--- config.mk ---
export PLATFORM = sky130hd
export DESIGN_NAME = vertex_projector
export DESIGN_NICKNAME = d
export VERILOG_FILES = /design/src/verilog/proj_pkg.sv /design/src/verilog/fx_multiplier.sv /design/src/verilog/fx_divider.sv /design/src/verilog/vertex_projector.sv
export SDC_FILE = /design/constraint.sdc
export NUM_CORES = 2
export LEC_CHECK = 0
export BUFFER_PORTS_ARGS = -buffer_cell sky130_fd_sc_hd__buf_4
export CORE_UTILIZATION = 55
export DETAILED_ROUTE_END_ITERATION = 10
export MAX_ROUTING_LAYER = met4
export PLACE_DENSITY = 0.71
export SLEW_MARGIN = 15
export SYNTH_ARGS = -nofsm -noshare
export SYNTH_HDL_FRONTEND = slang
export SYNTH_HIERARCHICAL = 1
export SYNTH_SLANG_ARGS = --single-unit
export TNS_END_PERCENT = 20
--- constraint.sdc ---
create_clock -name CLOCK_50 -period 9.7 [get_ports CLOCK_50]
set_clock_uncertainty 0.1 [all_clocks]
set_input_delay 1.94 -clock CLOCK_50 [delete_from_list [all_inputs] [get_ports CLOCK_50]]
set_output_delay 1.94 -clock CLOCK_50 [all_outputs]
set_load 0.005 [all_outputs]
--- src/verilog/proj_pkg.sv ---
`default_nettype none

package proj_pkg;

	// Q16.15 signed fixed point
	localparam int FX_WIDTH = 32;                     // Word width
	localparam int FX_FRAC  = 15;                     // Fraction bits

	typedef logic signed [FX_WIDTH-1:0] fx_t;         // One Q16.15 word

	localparam fx_t FX_ONE       = 32'sh0000_8000;    // 1.0
	localparam fx_t ASPECT_RATIO = 32'sh0000_6000;    // 240/320 = 0.75
	localparam fx_t HALF_WIDTH   = 32'sh004F_C000;    // 319/2 = 159.5
	localparam fx_t HALF_HEIGHT  = 32'sh003B_C000;    // 239/2 = 119.5
	localparam fx_t DEPTH_Q      = 32'sh0000_8003;    // Far/(far - near)
	localparam fx_t ZNEAR_Q      = 32'sh0000_0CCD;    // Near * q
	localparam fx_t Z_OFFSET     = 32'sh0001_8000;    // Push the model 3.0 into the view

	// Pixel coordinates on the 320x240 screen
	localparam int SCREEN_BITS = 9;
	typedef logic [SCREEN_BITS-1:0] screen_coord_t;

	typedef struct packed
	{
		fx_t x;                                       // World space
		fx_t y;
		fx_t z;
	} world_vertex_t;

	typedef struct packed
	{
		screen_coord_t sx;                            // Column, rounded
		screen_coord_t sy;                            // Row, rounded
		fx_t           depth;                         // Remapped depth
	} screen_vertex_t;

	typedef world_vertex_t  [2:0] world_triangle_t;   // Vertex 0 in the low slot
	typedef screen_vertex_t [2:0] screen_triangle_t;

endpackage

`default_nettype wire

--- src/verilog/fx_multiplier.sv ---
`timescale 1ns/1ps
`default_nettype none

module fx_multiplier
	import proj_pkg::*;
(
	input  wire       CLOCK_50,
	input  wire       i_rst_n,
	input  wire       i_start,    // One-cycle pulse, taken while ready
	input  wire fx_t  i_a,        // Magnitude, read LSB first
	input  wire fx_t  i_b,        // Magnitude
	output fx_t       o_product,  // (a * b) >> 15
	output logic      o_ready
);

	logic [2*FX_WIDTH-1:0] acc;       // Sum of partial products
	logic [2*FX_WIDTH-1:0] addend;    // i_b at the weight of the current bit
	logic [FX_WIDTH-1:0]   bits;      // Multiplier bits still to scan
	logic [$clog2(FX_WIDTH):0] count; // 0..32, one extra step gives 33 cycles
	logic                  take;

	assign take = i_start && o_ready;

	// Busy while scanning, ready again after the last step
	always_ff @(posedge CLOCK_50 or negedge i_rst_n)
	begin
		if (!i_rst_n)
		begin
			o_ready <= 1'b1;                          // Idle out of reset
			count   <= '0;
		end
		else if (take)
		begin
			o_ready <= 1'b0;
			count   <= '0;
		end
		else if (!o_ready)
		begin
			count <= count + 1'b1;
			if (count == FX_WIDTH)
				o_ready <= 1'b1;                      // Product settled
		end
	end

	// Shift-add datapath
	always_ff @(posedge CLOCK_50)
	begin
		if (take)
		begin
			acc    <= '0;
			addend <= {{FX_WIDTH{1'b0}}, i_b};
			bits   <= i_a;
		end
		else if (!o_ready)
		begin
			if (bits[0])
				acc <= acc + addend;                  // Add this weight
			addend <= addend << 1;
			bits   <= bits >> 1;                      // Next multiplier bit into bit 0
		end
	end

	assign o_product = acc[FX_FRAC +: FX_WIDTH];      // Drop the extra fraction bits

endmodule

`default_nettype wire

--- src/verilog/fx_divider.sv ---
`timescale 1ns/1ps
`default_nettype none

module fx_divider
	import proj_pkg::*;
(
	input  wire       CLOCK_50,
	input  wire       i_rst_n,
	input  wire       i_start,     // One-cycle pulse, taken while ready
	input  wire fx_t  i_dividend,  // Magnitude
	input  wire fx_t  i_divisor,   // Magnitude, nonzero
	output fx_t       o_quotient,  // (dividend << 15) / divisor
	output logic      o_ready
);

	logic [FX_WIDTH+FX_FRAC-1:0] num;  // Pre-shifted dividend, MSB first
	logic [FX_WIDTH-1:0]   den;        // Held divisor
	logic [FX_WIDTH-1:0]   rem;        // Partial remainder, always below den
	logic [FX_WIDTH-1:0]   quo;        // Low quotient bits so far
	logic [$clog2(FX_WIDTH+FX_FRAC)-1:0] count; // Bit being decided, 46 down to 0
	logic [FX_WIDTH:0]     trial;      // Remainder with next dividend bit brought down
	logic [FX_WIDTH:0]     diff;
	logic                  q_bit;
	logic                  take;

	assign take  = i_start && o_ready;
	assign trial = {rem, num[FX_WIDTH+FX_FRAC-1]};
	assign diff  = trial - {1'b0, den};
	assign q_bit = (trial >= {1'b0, den});  // Divisor fits, subtract it

	// One quotient bit per cycle under the down-counter
	always_ff @(posedge CLOCK_50 or negedge i_rst_n)
	begin
		if (!i_rst_n)
		begin
			o_ready <= 1'b1;
			count   <= '0;
		end
		else if (take)
		begin
			o_ready <= 1'b0;
			count   <= 6'(FX_WIDTH + FX_FRAC - 1);
		end
		else if (!o_ready)
		begin
			count <= count - 1'b1;
			if (count == 0)
				o_ready <= 1'b1;                  // Last bit decided this edge
		end
	end

	always_ff @(posedge CLOCK_50)
	begin
		if (take)
		begin
			num <= {i_dividend, {FX_FRAC{1'b0}}}; // Q15 scale before dividing
			den <= i_divisor;
			rem <= '0;
		end
		else if (!o_ready)
		begin
			num <= num << 1;
			rem <= q_bit ? diff[FX_WIDTH-1:0] : trial[FX_WIDTH-1:0]; // Restore when it did not fit
			quo <= {quo[FX_WIDTH-2:0], q_bit};
			if (count == 0)
				o_quotient <= {quo[FX_WIDTH-2:0], q_bit}; // Upper quotient bits fall away
		end
	end

endmodule

`default_nettype wire

--- src/verilog/vertex_projector.sv ---
`timescale 1ns/1ps
`default_nettype none

module vertex_projector
	import proj_pkg::*;
(
	input  wire                 CLOCK_50,
	input  wire                 i_rst_n,
	input  wire                 i_go,      // One-cycle pulse, vertex sampled with it
	input  wire world_vertex_t  i_vertex,
	output screen_vertex_t      o_vertex,  // Valid while o_done is high
	output logic                o_done
);

	typedef enum logic [3:0]
	{
		S_IDLE, S_ABS, S_MUL1_GO, S_MUL1_WAIT, S_NEAR, S_ZCHK, S_DIV_GO, S_DIV_WAIT,
		S_ONE, S_ABS2, S_MUL2_GO, S_MUL2_WAIT, S_ROUND, S_TRUNC, S_DONE
	} state_t;

	state_t     state_q;
	state_t     state_d;
	fx_t        val [3];       // Working x, y and z lanes
	logic [2:0] sgn;           // Sign to restore per lane
	fx_t        zs;            // z + 3.0, the divisor
	fx_t        zs_mag;
	fx_t        mul_b [3];
	fx_t        prod [3];
	fx_t        quot [3];
	logic [2:0] mul_go;
	logic [2:0] mul_rdy;
	logic [2:0] div_rdy;
	logic       div_go;
	logic       scr_phase;     // Screen-scale multiply rather than aspect/depth

	function automatic fx_t fx_abs(input fx_t v);
		return v[FX_WIDTH-1] ? -v : v;
	endfunction

	function automatic fx_t fx_sign(input fx_t mag, input logic neg);
		return neg ? -mag : mag;
	endfunction

	assign zs_mag    = fx_abs(zs);
	assign scr_phase = (state_q == S_MUL2_GO);
	assign div_go    = (state_q == S_DIV_GO);

	always_comb
	begin
		mul_go = 3'b000;
		if (state_q == S_MUL1_GO)
			mul_go = 3'b111;
		else if (scr_phase)
			mul_go = 3'b011;                        // Depth lane is final after the divide
		mul_b[0] = scr_phase ? HALF_WIDTH : ASPECT_RATIO;
		mul_b[1] = scr_phase ? HALF_HEIGHT : FX_ONE; // y passes through unchanged
		mul_b[2] = DEPTH_Q;
	end

	for (genvar i = 0; i < 3; i++)
	begin : g_lane
		fx_multiplier u_mul
		(
			.CLOCK_50  (CLOCK_50),
			.i_rst_n   (i_rst_n),
			.i_start   (mul_go[i]),
			.i_a       (val[i]),
			.i_b       (mul_b[i]),
			.o_product (prod[i]),
			.o_ready   (mul_rdy[i])
		);

		fx_divider u_div
		(
			.CLOCK_50   (CLOCK_50),
			.i_rst_n    (i_rst_n),
			.i_start    (div_go),
			.i_dividend (val[i]),
			.i_divisor  (zs_mag),
			.o_quotient (quot[i]),
			.o_ready    (div_rdy[i])
		);
	end

	always_comb
	begin
		state_d = state_q;
		case (state_q)
			S_IDLE:
				if (i_go)
					state_d = S_ABS;
			S_ABS:       state_d = S_MUL1_GO;
			S_MUL1_GO:   state_d = S_MUL1_WAIT;
			S_MUL1_WAIT:
				if (&mul_rdy)
					state_d = S_NEAR;
			S_NEAR:      state_d = S_ZCHK;
			S_ZCHK:      state_d = (zs == '0) ? S_ONE : S_DIV_GO; // No divide by zero
			S_DIV_GO:    state_d = S_DIV_WAIT;
			S_DIV_WAIT:
				if (&div_rdy)
					state_d = S_ONE;
			S_ONE:       state_d = S_ABS2;
			S_ABS2:      state_d = S_MUL2_GO;
			S_MUL2_GO:   state_d = S_MUL2_WAIT;
			S_MUL2_WAIT:
				if (&mul_rdy)
					state_d = S_ROUND;
			S_ROUND:     state_d = S_TRUNC;
			S_TRUNC:     state_d = S_DONE;
			default:     state_d = S_IDLE;              // Done lasts one cycle
		endcase
	end

	always_ff @(posedge CLOCK_50 or negedge i_rst_n)
	begin
		if (!i_rst_n)
			state_q <= S_IDLE;
		else
			state_q <= state_d;
	end

	// Lane datapath, one step per state
	always_ff @(posedge CLOCK_50)
	begin
		case (state_q)
			S_IDLE:
				if (i_go)
				begin
					val[0] <= i_vertex.x;
					val[1] <= i_vertex.y;
					val[2] <= i_vertex.z + Z_OFFSET;
					zs     <= i_vertex.z + Z_OFFSET;
				end
			S_ABS:
				for (int i = 0; i < 3; i++)
				begin
					sgn[i] <= val[i][FX_WIDTH-1];
					val[i] <= fx_abs(val[i]);       // Units see magnitudes only
				end
			S_MUL1_WAIT:
				if (&mul_rdy)
					for (int i = 0; i < 3; i++)
						val[i] <= fx_sign(prod[i], sgn[i]);
			S_NEAR:
				val[2] <= val[2] - ZNEAR_Q;         // Near-plane term of the depth remap
			S_ZCHK:
				for (int i = 0; i < 3; i++)
				begin
					if (zs == '0)
						val[i] <= '0;               // Vertex on the eye plane
					else
					begin
						sgn[i] <= val[i][FX_WIDTH-1] ^ zs[FX_WIDTH-1];
						val[i] <= fx_abs(val[i]);
					end
				end
			S_DIV_WAIT:
				if (&div_rdy)
					for (int i = 0; i < 3; i++)
						val[i] <= fx_sign(quot[i], sgn[i]);
			S_ONE:
				for (int i = 0; i < 2; i++)
					val[i] <= val[i] + FX_ONE;      // -1..1 becomes 0..2
			S_ABS2:
				for (int i = 0; i < 2; i++)
				begin
					sgn[i] <= val[i][FX_WIDTH-1];
					val[i] <= fx_abs(val[i]);
				end
			S_MUL2_WAIT:
				if (&mul_rdy)
					for (int i = 0; i < 2; i++)
						val[i] <= fx_sign(prod[i], sgn[i]);
			S_ROUND:
				for (int i = 0; i < 2; i++)
					if (val[i][FX_FRAC-1])
						val[i] <= val[i] + FX_ONE;  // Half or more rounds up
			S_TRUNC:
				for (int i = 0; i < 2; i++)
					val[i][FX_FRAC-1:0] <= '0;
			default: ;
		endcase
	end

	always_comb
	begin
		o_vertex.sx    = val[0][FX_FRAC +: SCREEN_BITS]; // Integer part, bits 23:15
		o_vertex.sy    = val[1][FX_FRAC +: SCREEN_BITS];
		o_vertex.depth = val[2];
	end

	assign o_done = (state_q == S_DONE);

endmodule

`default_nettype wire

== Word-level counts from Yosys, hierarchy flattened ==
Memory sizes are Yosys's and may differ from the RTL's.
Index checks and enable logic that the tools add are counted.

* Register bits: 1038
* Bits in writable memories: 96
* Bits of input ports: 99
* Output and inout bits: 51
* Word-level logic and storage cells: 300
* Memories: 1

* Add/sub/neg operators: 26
* Magnitude comparators: 3
* Equal/unequal tests: 28
* Multiplexer cells: 133
* Bitwise operators: 38
* Reduce and logical (&&, ||, !) cells: 29

{| class="wikitable"
|+ Memories
! name !! depth !! width !! rd ports !! clocked after Yosys merged registers in !! write ports !! RTL line !! text
|-
| val || 3 || 32 || 3 || 0 || 3 || vertex_projector.sv:23 || <nowiki>fx_t val [3];</nowiki>
|}

{| class="wikitable"
|+ Operators by type and width
! operator !! count
|-
| 32-bit two-way mux || 47
|-
| 32-bit negator || 10
|-
| 47-bit two-way mux || 6
|-
| 64-bit adder || 3
|-
| 33-bit by 32-bit >= comparator with 1-bit output || 3
|-
| 32-bit subtractor || 3
|-
| 6-bit two-way mux || 12
|-
| 32-bit by 17-bit adder with 32-bit output (second input constant) || 2
|-
| 4-bit one-hot mux with 14 select lines || 1
|-
| 1-bit two-way mux || 54
|-
| 32-bit by 18-bit adder with 32-bit output (second input constant) || 1
|-
| 32-bit zero test || 1
|-
| 32-bit by 13-bit subtractor with 32-bit output (second input constant) || 1
|-
| 15-bit two-way mux || 2
|-
| 4-bit equality test (second input constant) || 7
|-
| 1-bit OR || 26
|-
| 23-bit two-way mux || 1
|-
| 22-bit two-way mux || 1
|-
| 2-bit != test (second input constant) || 11
|-
| 4-bit two-way mux || 5
|-
| 6-bit by 1-bit adder with 6-bit output (second input constant) || 3
|-
| 6-bit equality test (second input constant) || 3
|-
| 6-bit zero test || 3
|-
| 2-bit AND reduction || 9
|-
| other kinds (16) || 42
|}

== Logic depth before layout (Yosys ltp) ==
* Depth in word-level cells: 13
* Mapped depth: 13
* Mapped depth without buffers: 12

== Modules after synthesis ==
The synthesis kept the hierarchy.

{| class="wikitable"
|+ By module, submodules not included
! module !! times used !! cells each !! area an instance (um^2) !! sequential area each (um^2)
|-
| fx_divider || 3 || 658 || 7912.6 || 4630.7
|-
| vertex_projector || 1 || 2160 || 16998.8 || 4033.9
|-
| fx_multiplier at g_lane[1].u_mul ... || 2 || 997 || 8191.6 || 3339.5
|-
| fx_multiplier at g_lane[0].u_mul || 1 || 976 || 8241.7 || 3339.5
|}

== Worst setup path after synthesis ==
No wires, ideal clock.

* Kind: register to register
* Start point: register state_q[1]
* End point: register g_lane[0].u_div.num[38] (data pin)
* Library setup time: 261 ps
* Arrival time: 3587 ps
* Required time: 9339 ps
* Slack: 5752 ps
* Stages on the path, launching flop included: 9
* Path buffers: 3
* Period minus slack after synthesis: 3948 ps
* Cells stage by stage: dfrtp_1 clkbuf_1 clkbuf_1 nand2b_1 nor2_1 inv_1 nor2_1 clkbuf_1 mux2_2

* Cells in the longest elaborated chain, start to end: 3

{| class="wikitable"
|+ Ends and longest elaborated chain
! what !! RTL line !! text
|-
| from (decl) || vertex_projector.sv:21 || <nowiki>state_t state_q;</nowiki>
|-
| from (signal assigned) || vertex_projector.sv:120 || <nowiki>state_q <= state_d;</nowiki>
|-
| 4-bit by 3-bit equality test with 1-bit output || vertex_projector.sv:46 || <nowiki>assign div_go = (state_q == S_DIV_GO);</nowiki>
|-
| net div_go || vertex_projector.sv:33 || <nowiki>logic div_go;</nowiki>
|-
| 1-bit logical AND || fx_divider.sv:26 || <nowiki>assign take = i_start && o_ready;</nowiki>
|-
| net g_lane[0].u_div.take || fx_divider.sv:24 || <nowiki>logic take;</nowiki>
|-
| 47-bit two-way mux || fx_divider.sv:54 || <nowiki>if (take)</nowiki>
|-
| to (signal assigned) || fx_divider.sv:56 || <nowiki>num <= {i_dividend, {FX_FRAC{1'b0}}};</nowiki>
|-
| to (signal assigned) || fx_divider.sv:62 || <nowiki>num <= num << 1;</nowiki>
|-
| to (decl) || fx_divider.sv:16 || <nowiki>logic [FX_WIDTH+FX_FRAC-1:0] num;</nowiki>
|}

The timed path passes the listed nets, and every way through them passes these cells.
A chain may end at the register's enable or synchronous reset.

== Worst setup path after layout ==
* Start point: register state_q[1]
* End point: output o_done

* Cells in the longest elaborated chain, start to end: 1

{| class="wikitable"
|+ Ends and longest elaborated chain
! what !! RTL line !! text
|-
| 4-bit equality test || vertex_projector.sv:193 || <nowiki>assign o_done = (state_q == S_DONE);</nowiki>
|-
| to (decl) || vertex_projector.sv:12 || <nowiki>output logic o_done</nowiki>
|}

No other way between the ends.

==> impl_metrics.toml <==
[worst_hold_path]
hold_class = "flip-flop to flip-flop"
min-delay-start = "g_lane[2].u_div/quo[30]"

[critical_path]
crit_slowest_cell = "dfrtp_1"
start_kind = "flip-flop"
crit_start = "state_q[1]"
critPathCaptureType = "output pin"
critical_path.max_stage_delay_ns = 0.75
cp.required_ns = 7.66
path_class = "flip-flop to output pin"
path_cells = "nand2b_1, nor2_1, buf_4"
r2r_start = "state_q[3]"
critical_path_arrival_ns = 2.61
cp_top_family = "simple AND/OR/NAND/NOR gates"
cp_max_fo = 19
critPathBufInv = 1

[pwr]
p_int_mw = 15.6
power_leakage_nw = 27.9
seqPwrFrac = 0.328
ir_drop_mv = 0.263
power_density_nw_per_um2 = 404
switching_share = 0.453
p_comb_frac = 0.512
p_switching_mw = 12.9
p_total_mw = 28.5
power.share.clock = 0.161

[place]
dp_slack_ns = 5.50
place.gp.congestion = 1.01
numPortBuffers = 149
dp_hpwl_mm = 140
dpl-instance-area_um2 = 66700

[detailed_routing]
route.detailed.drc = 0
ant_nets = 0
first_iter_violations = 5724
wl_per_cell_um = 22.9
drt-total-wl_mm = 197
vias_per_cell = 6.34
first_pass_iters = 6
vias = 54600

[synth]
synth-async-reset-ratio = 0.0446
synth_cell_types = 117
yosysSeqAreaShare = 0.428
synth_edf_count = 704
synth_seq_cells = 1032
syn_area_um2 = 65400
yosys_warnings = 6
synth_area_leader_cell = "edfxtp_1"
synth_top_area_share = 0.323
syn_inst = 7104
avgSynthCellArea_um2 = 9.20
yosys-top-cells-area = "edfxtp_1 (32%), dfxtp_1 (8.6%), nand2_1 (7.1%)"
synth_flop_cell = "edfxtp_1"

[finish]
drive_gt1_frac = 0.0958
fin_nets = 7341
fill_cells = 10200
syn_to_final_growth_pct = 8.09
finish.instance_area_um2 = 70600

[clocking]
cts_buffers = 112
cts_hold_repair.buffers = 0
clockBufferDepth = 3
cts_setup_buffers = 0
htree_levels = 3
cts_num_sinks = 1032
post_cts_resized = 0
path_clk_slew_ns = 0.07
cts_tree = "done"
cts_root_buf = "clkbuf_16"
clk_latency_ns = 0.74

[timing]
period_needed_ns = 4.65
max_slew_margin = 0.227
fin_setup_tns_ns = 0
max_freq_ghz = 0.215
hold_viol_final = 0
post-route-period-util = 0.480
setup_ws_ns = 5.05
worst_slew_pin_slew_ns = 1.15
setup_violations = 0
grt_setup_unrepaired = "no"
drv_slew = 0

[die]
die_area_um2 = 120000
core_area_um2 = 118000
die_w_um = 347
fp.dieH_um = 347
start_util = 0.554
ioPinCount = 150
rows = 126

[global_routing]
grt_overflow = 0
grt_pass1_vias = 51000
grt_start_max_net_pins = 74
grt_pass1_wl_mm = 301
grt_usage = 0.327
antenna_found_initial = 3

[flow_run]
cap_viol_max_count = 0

[outcome]
status = "finished, final reports clean"
[cell usage in the layout (no fill, tap or decap), types with 34 or more instances in the layout]
| cell type | n |
|---|---|
| edfxtp_1 | 704 |
| xnor2_1 | 299 |
| o21bai_1 | 34 |
| nor2b_1 | 36 |
| conb_1 | 83 |
| o21ai_0 | 402 |
| nand4_1 | 100 |
| and2_1 | 35 |
| a31oi_1 | 62 |
| nand2_1 | 1223 |
| a221oi_1 | 54 |
| nor3_1 | 128 |
| o221ai_1 | 43 |
| clkbuf_16 | 113 |
| or3_1 | 40 |
| mux2_2 | 96 |
| nor4_1 | 63 |
| dfxtp_1 | 282 |
| o41ai_1 | 56 |
| nand3_1 | 129 |
| nor2_1 | 317 |
| nand2b_1 | 39 |
| and3_1 | 58 |
| buf_4 | 224 |
| xor2_1 | 244 |
| a21oi_1 | 401 |
| or4_1 | 51 |
| ha_1 | 261 |
| o21ai_1 | 82 |
| mux2i_1 | 96 |
| a21o_1 | 105 |
| o31ai_1 | 123 |
| dfrtp_1 | 40 |
| o22ai_1 | 101 |
| inv_1 | 260 |
| a211oi_1 | 47 |
[stage by stage]
step | instances | util | hold WS, ns
final | 8616 | 0.599 | 0.331
after global routing | 8614 | 0.599 | 0.338
after CTS | 8611 | 0.599 | 0.327
after detailed placement | 8397 | 0.565 | 0.311
after global placement | 8397 | 0.565 | 0.303
after floorplan | 7185 | - | 0.300
[layout make-up]
| cell class | count | area [µm²] | area share |
|---|---|---|---|
| Tap cell | 1536 | 1920 | 0.0272 |
| Clock inverter | 72 | 885 | 0.0125 |
| Sequential cell | 1032 | 27900 | 0.396 |
| Timing Repair Buffer | 224 | 1680 | 0.0238 |
| Inverter | 271 | 1020 | 0.0144 |
| Multi-Input combinational cell | 5334 | 34100 | 0.483 |
| Clock buffer | 142 | 3070 | 0.0434 |
| Antenna cell | 5 | 12.5 | 0.000177 |
[sequential cells by signal (all words and copies together) (netlist names), 4 cells and up]
name and flops:
g_lane.u_div/count 18, g_lane.u_div/den 96, g_lane.u_div/num 96, g_lane.u_div/o_quotient 96
g_lane.u_div/quo 93, g_lane.u_div/rem 96, g_lane.u_mul/acc 141, g_lane.u_mul/addend 141
g_lane.u_mul/bits 96, g_lane.u_mul/count 18, state_q 4, val 96
zs 32
[power by group through the flow]
stage	clock (mW)	sequential (mW)	combinational, mW
floorplan	0	8.26	11.6
global placement	0	9.29	14.0
detailed placement	0	9.35	14.3
CTS	4.65	9.29	14.4
global route	4.82	9.52	16.0
finish	4.59	9.35	14.6
[per-layer routing]
metal  global-route usage  share of wire  up-vias
met3               0.0619          0.091      439
li1                     -              -    25500
met2                0.494           0.45     2341
met4                0.133          0.041        0
met1                0.432           0.42    26300
met5                    -              0        -
[worst paths after layout]
| kind | to | slack (ns) | cells after the start |
|---|---|---|---|
| min in group asynchronous | g_lane[0].u_div/count[4] | 1.20 | 1 |
| max | o_done | 5.05 | 3 |
| max reg2reg | val[0][94] | 5.39 | 8 |
| min | g_lane[2].u_div/o_quotient[31] | 0.33 | 0 |
| max in group asynchronous | g_lane[0].u_mul/count[4] | 7.68 | 1 |
| min reg2reg | g_lane[2].u_div/o_quotient[31] | 0.33 | 0 |
[cell usage after synthesis, types with 132 or more instances]
library cell / count
a21oi_1: 403
buf_4: 150
nor3_1: 132
ha_1: 261
dfxtp_1: 282
nand2_1: 1229
xnor2_1: 299
inv_1: 267
o21ai_0: 402
clkbuf_1: 326
nor2_1: 330
xor2_1: 244
edfxtp_1: 704
[cells by family after synthesis]
| group | share of synthesized area |
|---|---|
| fa+ha+maj | 0.0518 |
| simple gates | 0.169 |
| mux | 0.0312 |
| compound gates | 0.190 |
| xor+xnor | 0.0728 |
| flops | 0.428 |
| buf+inv | 0.0580 |
| other cells | 0.000115 |
Note: power is estimated with default switching activity, not from simulation.
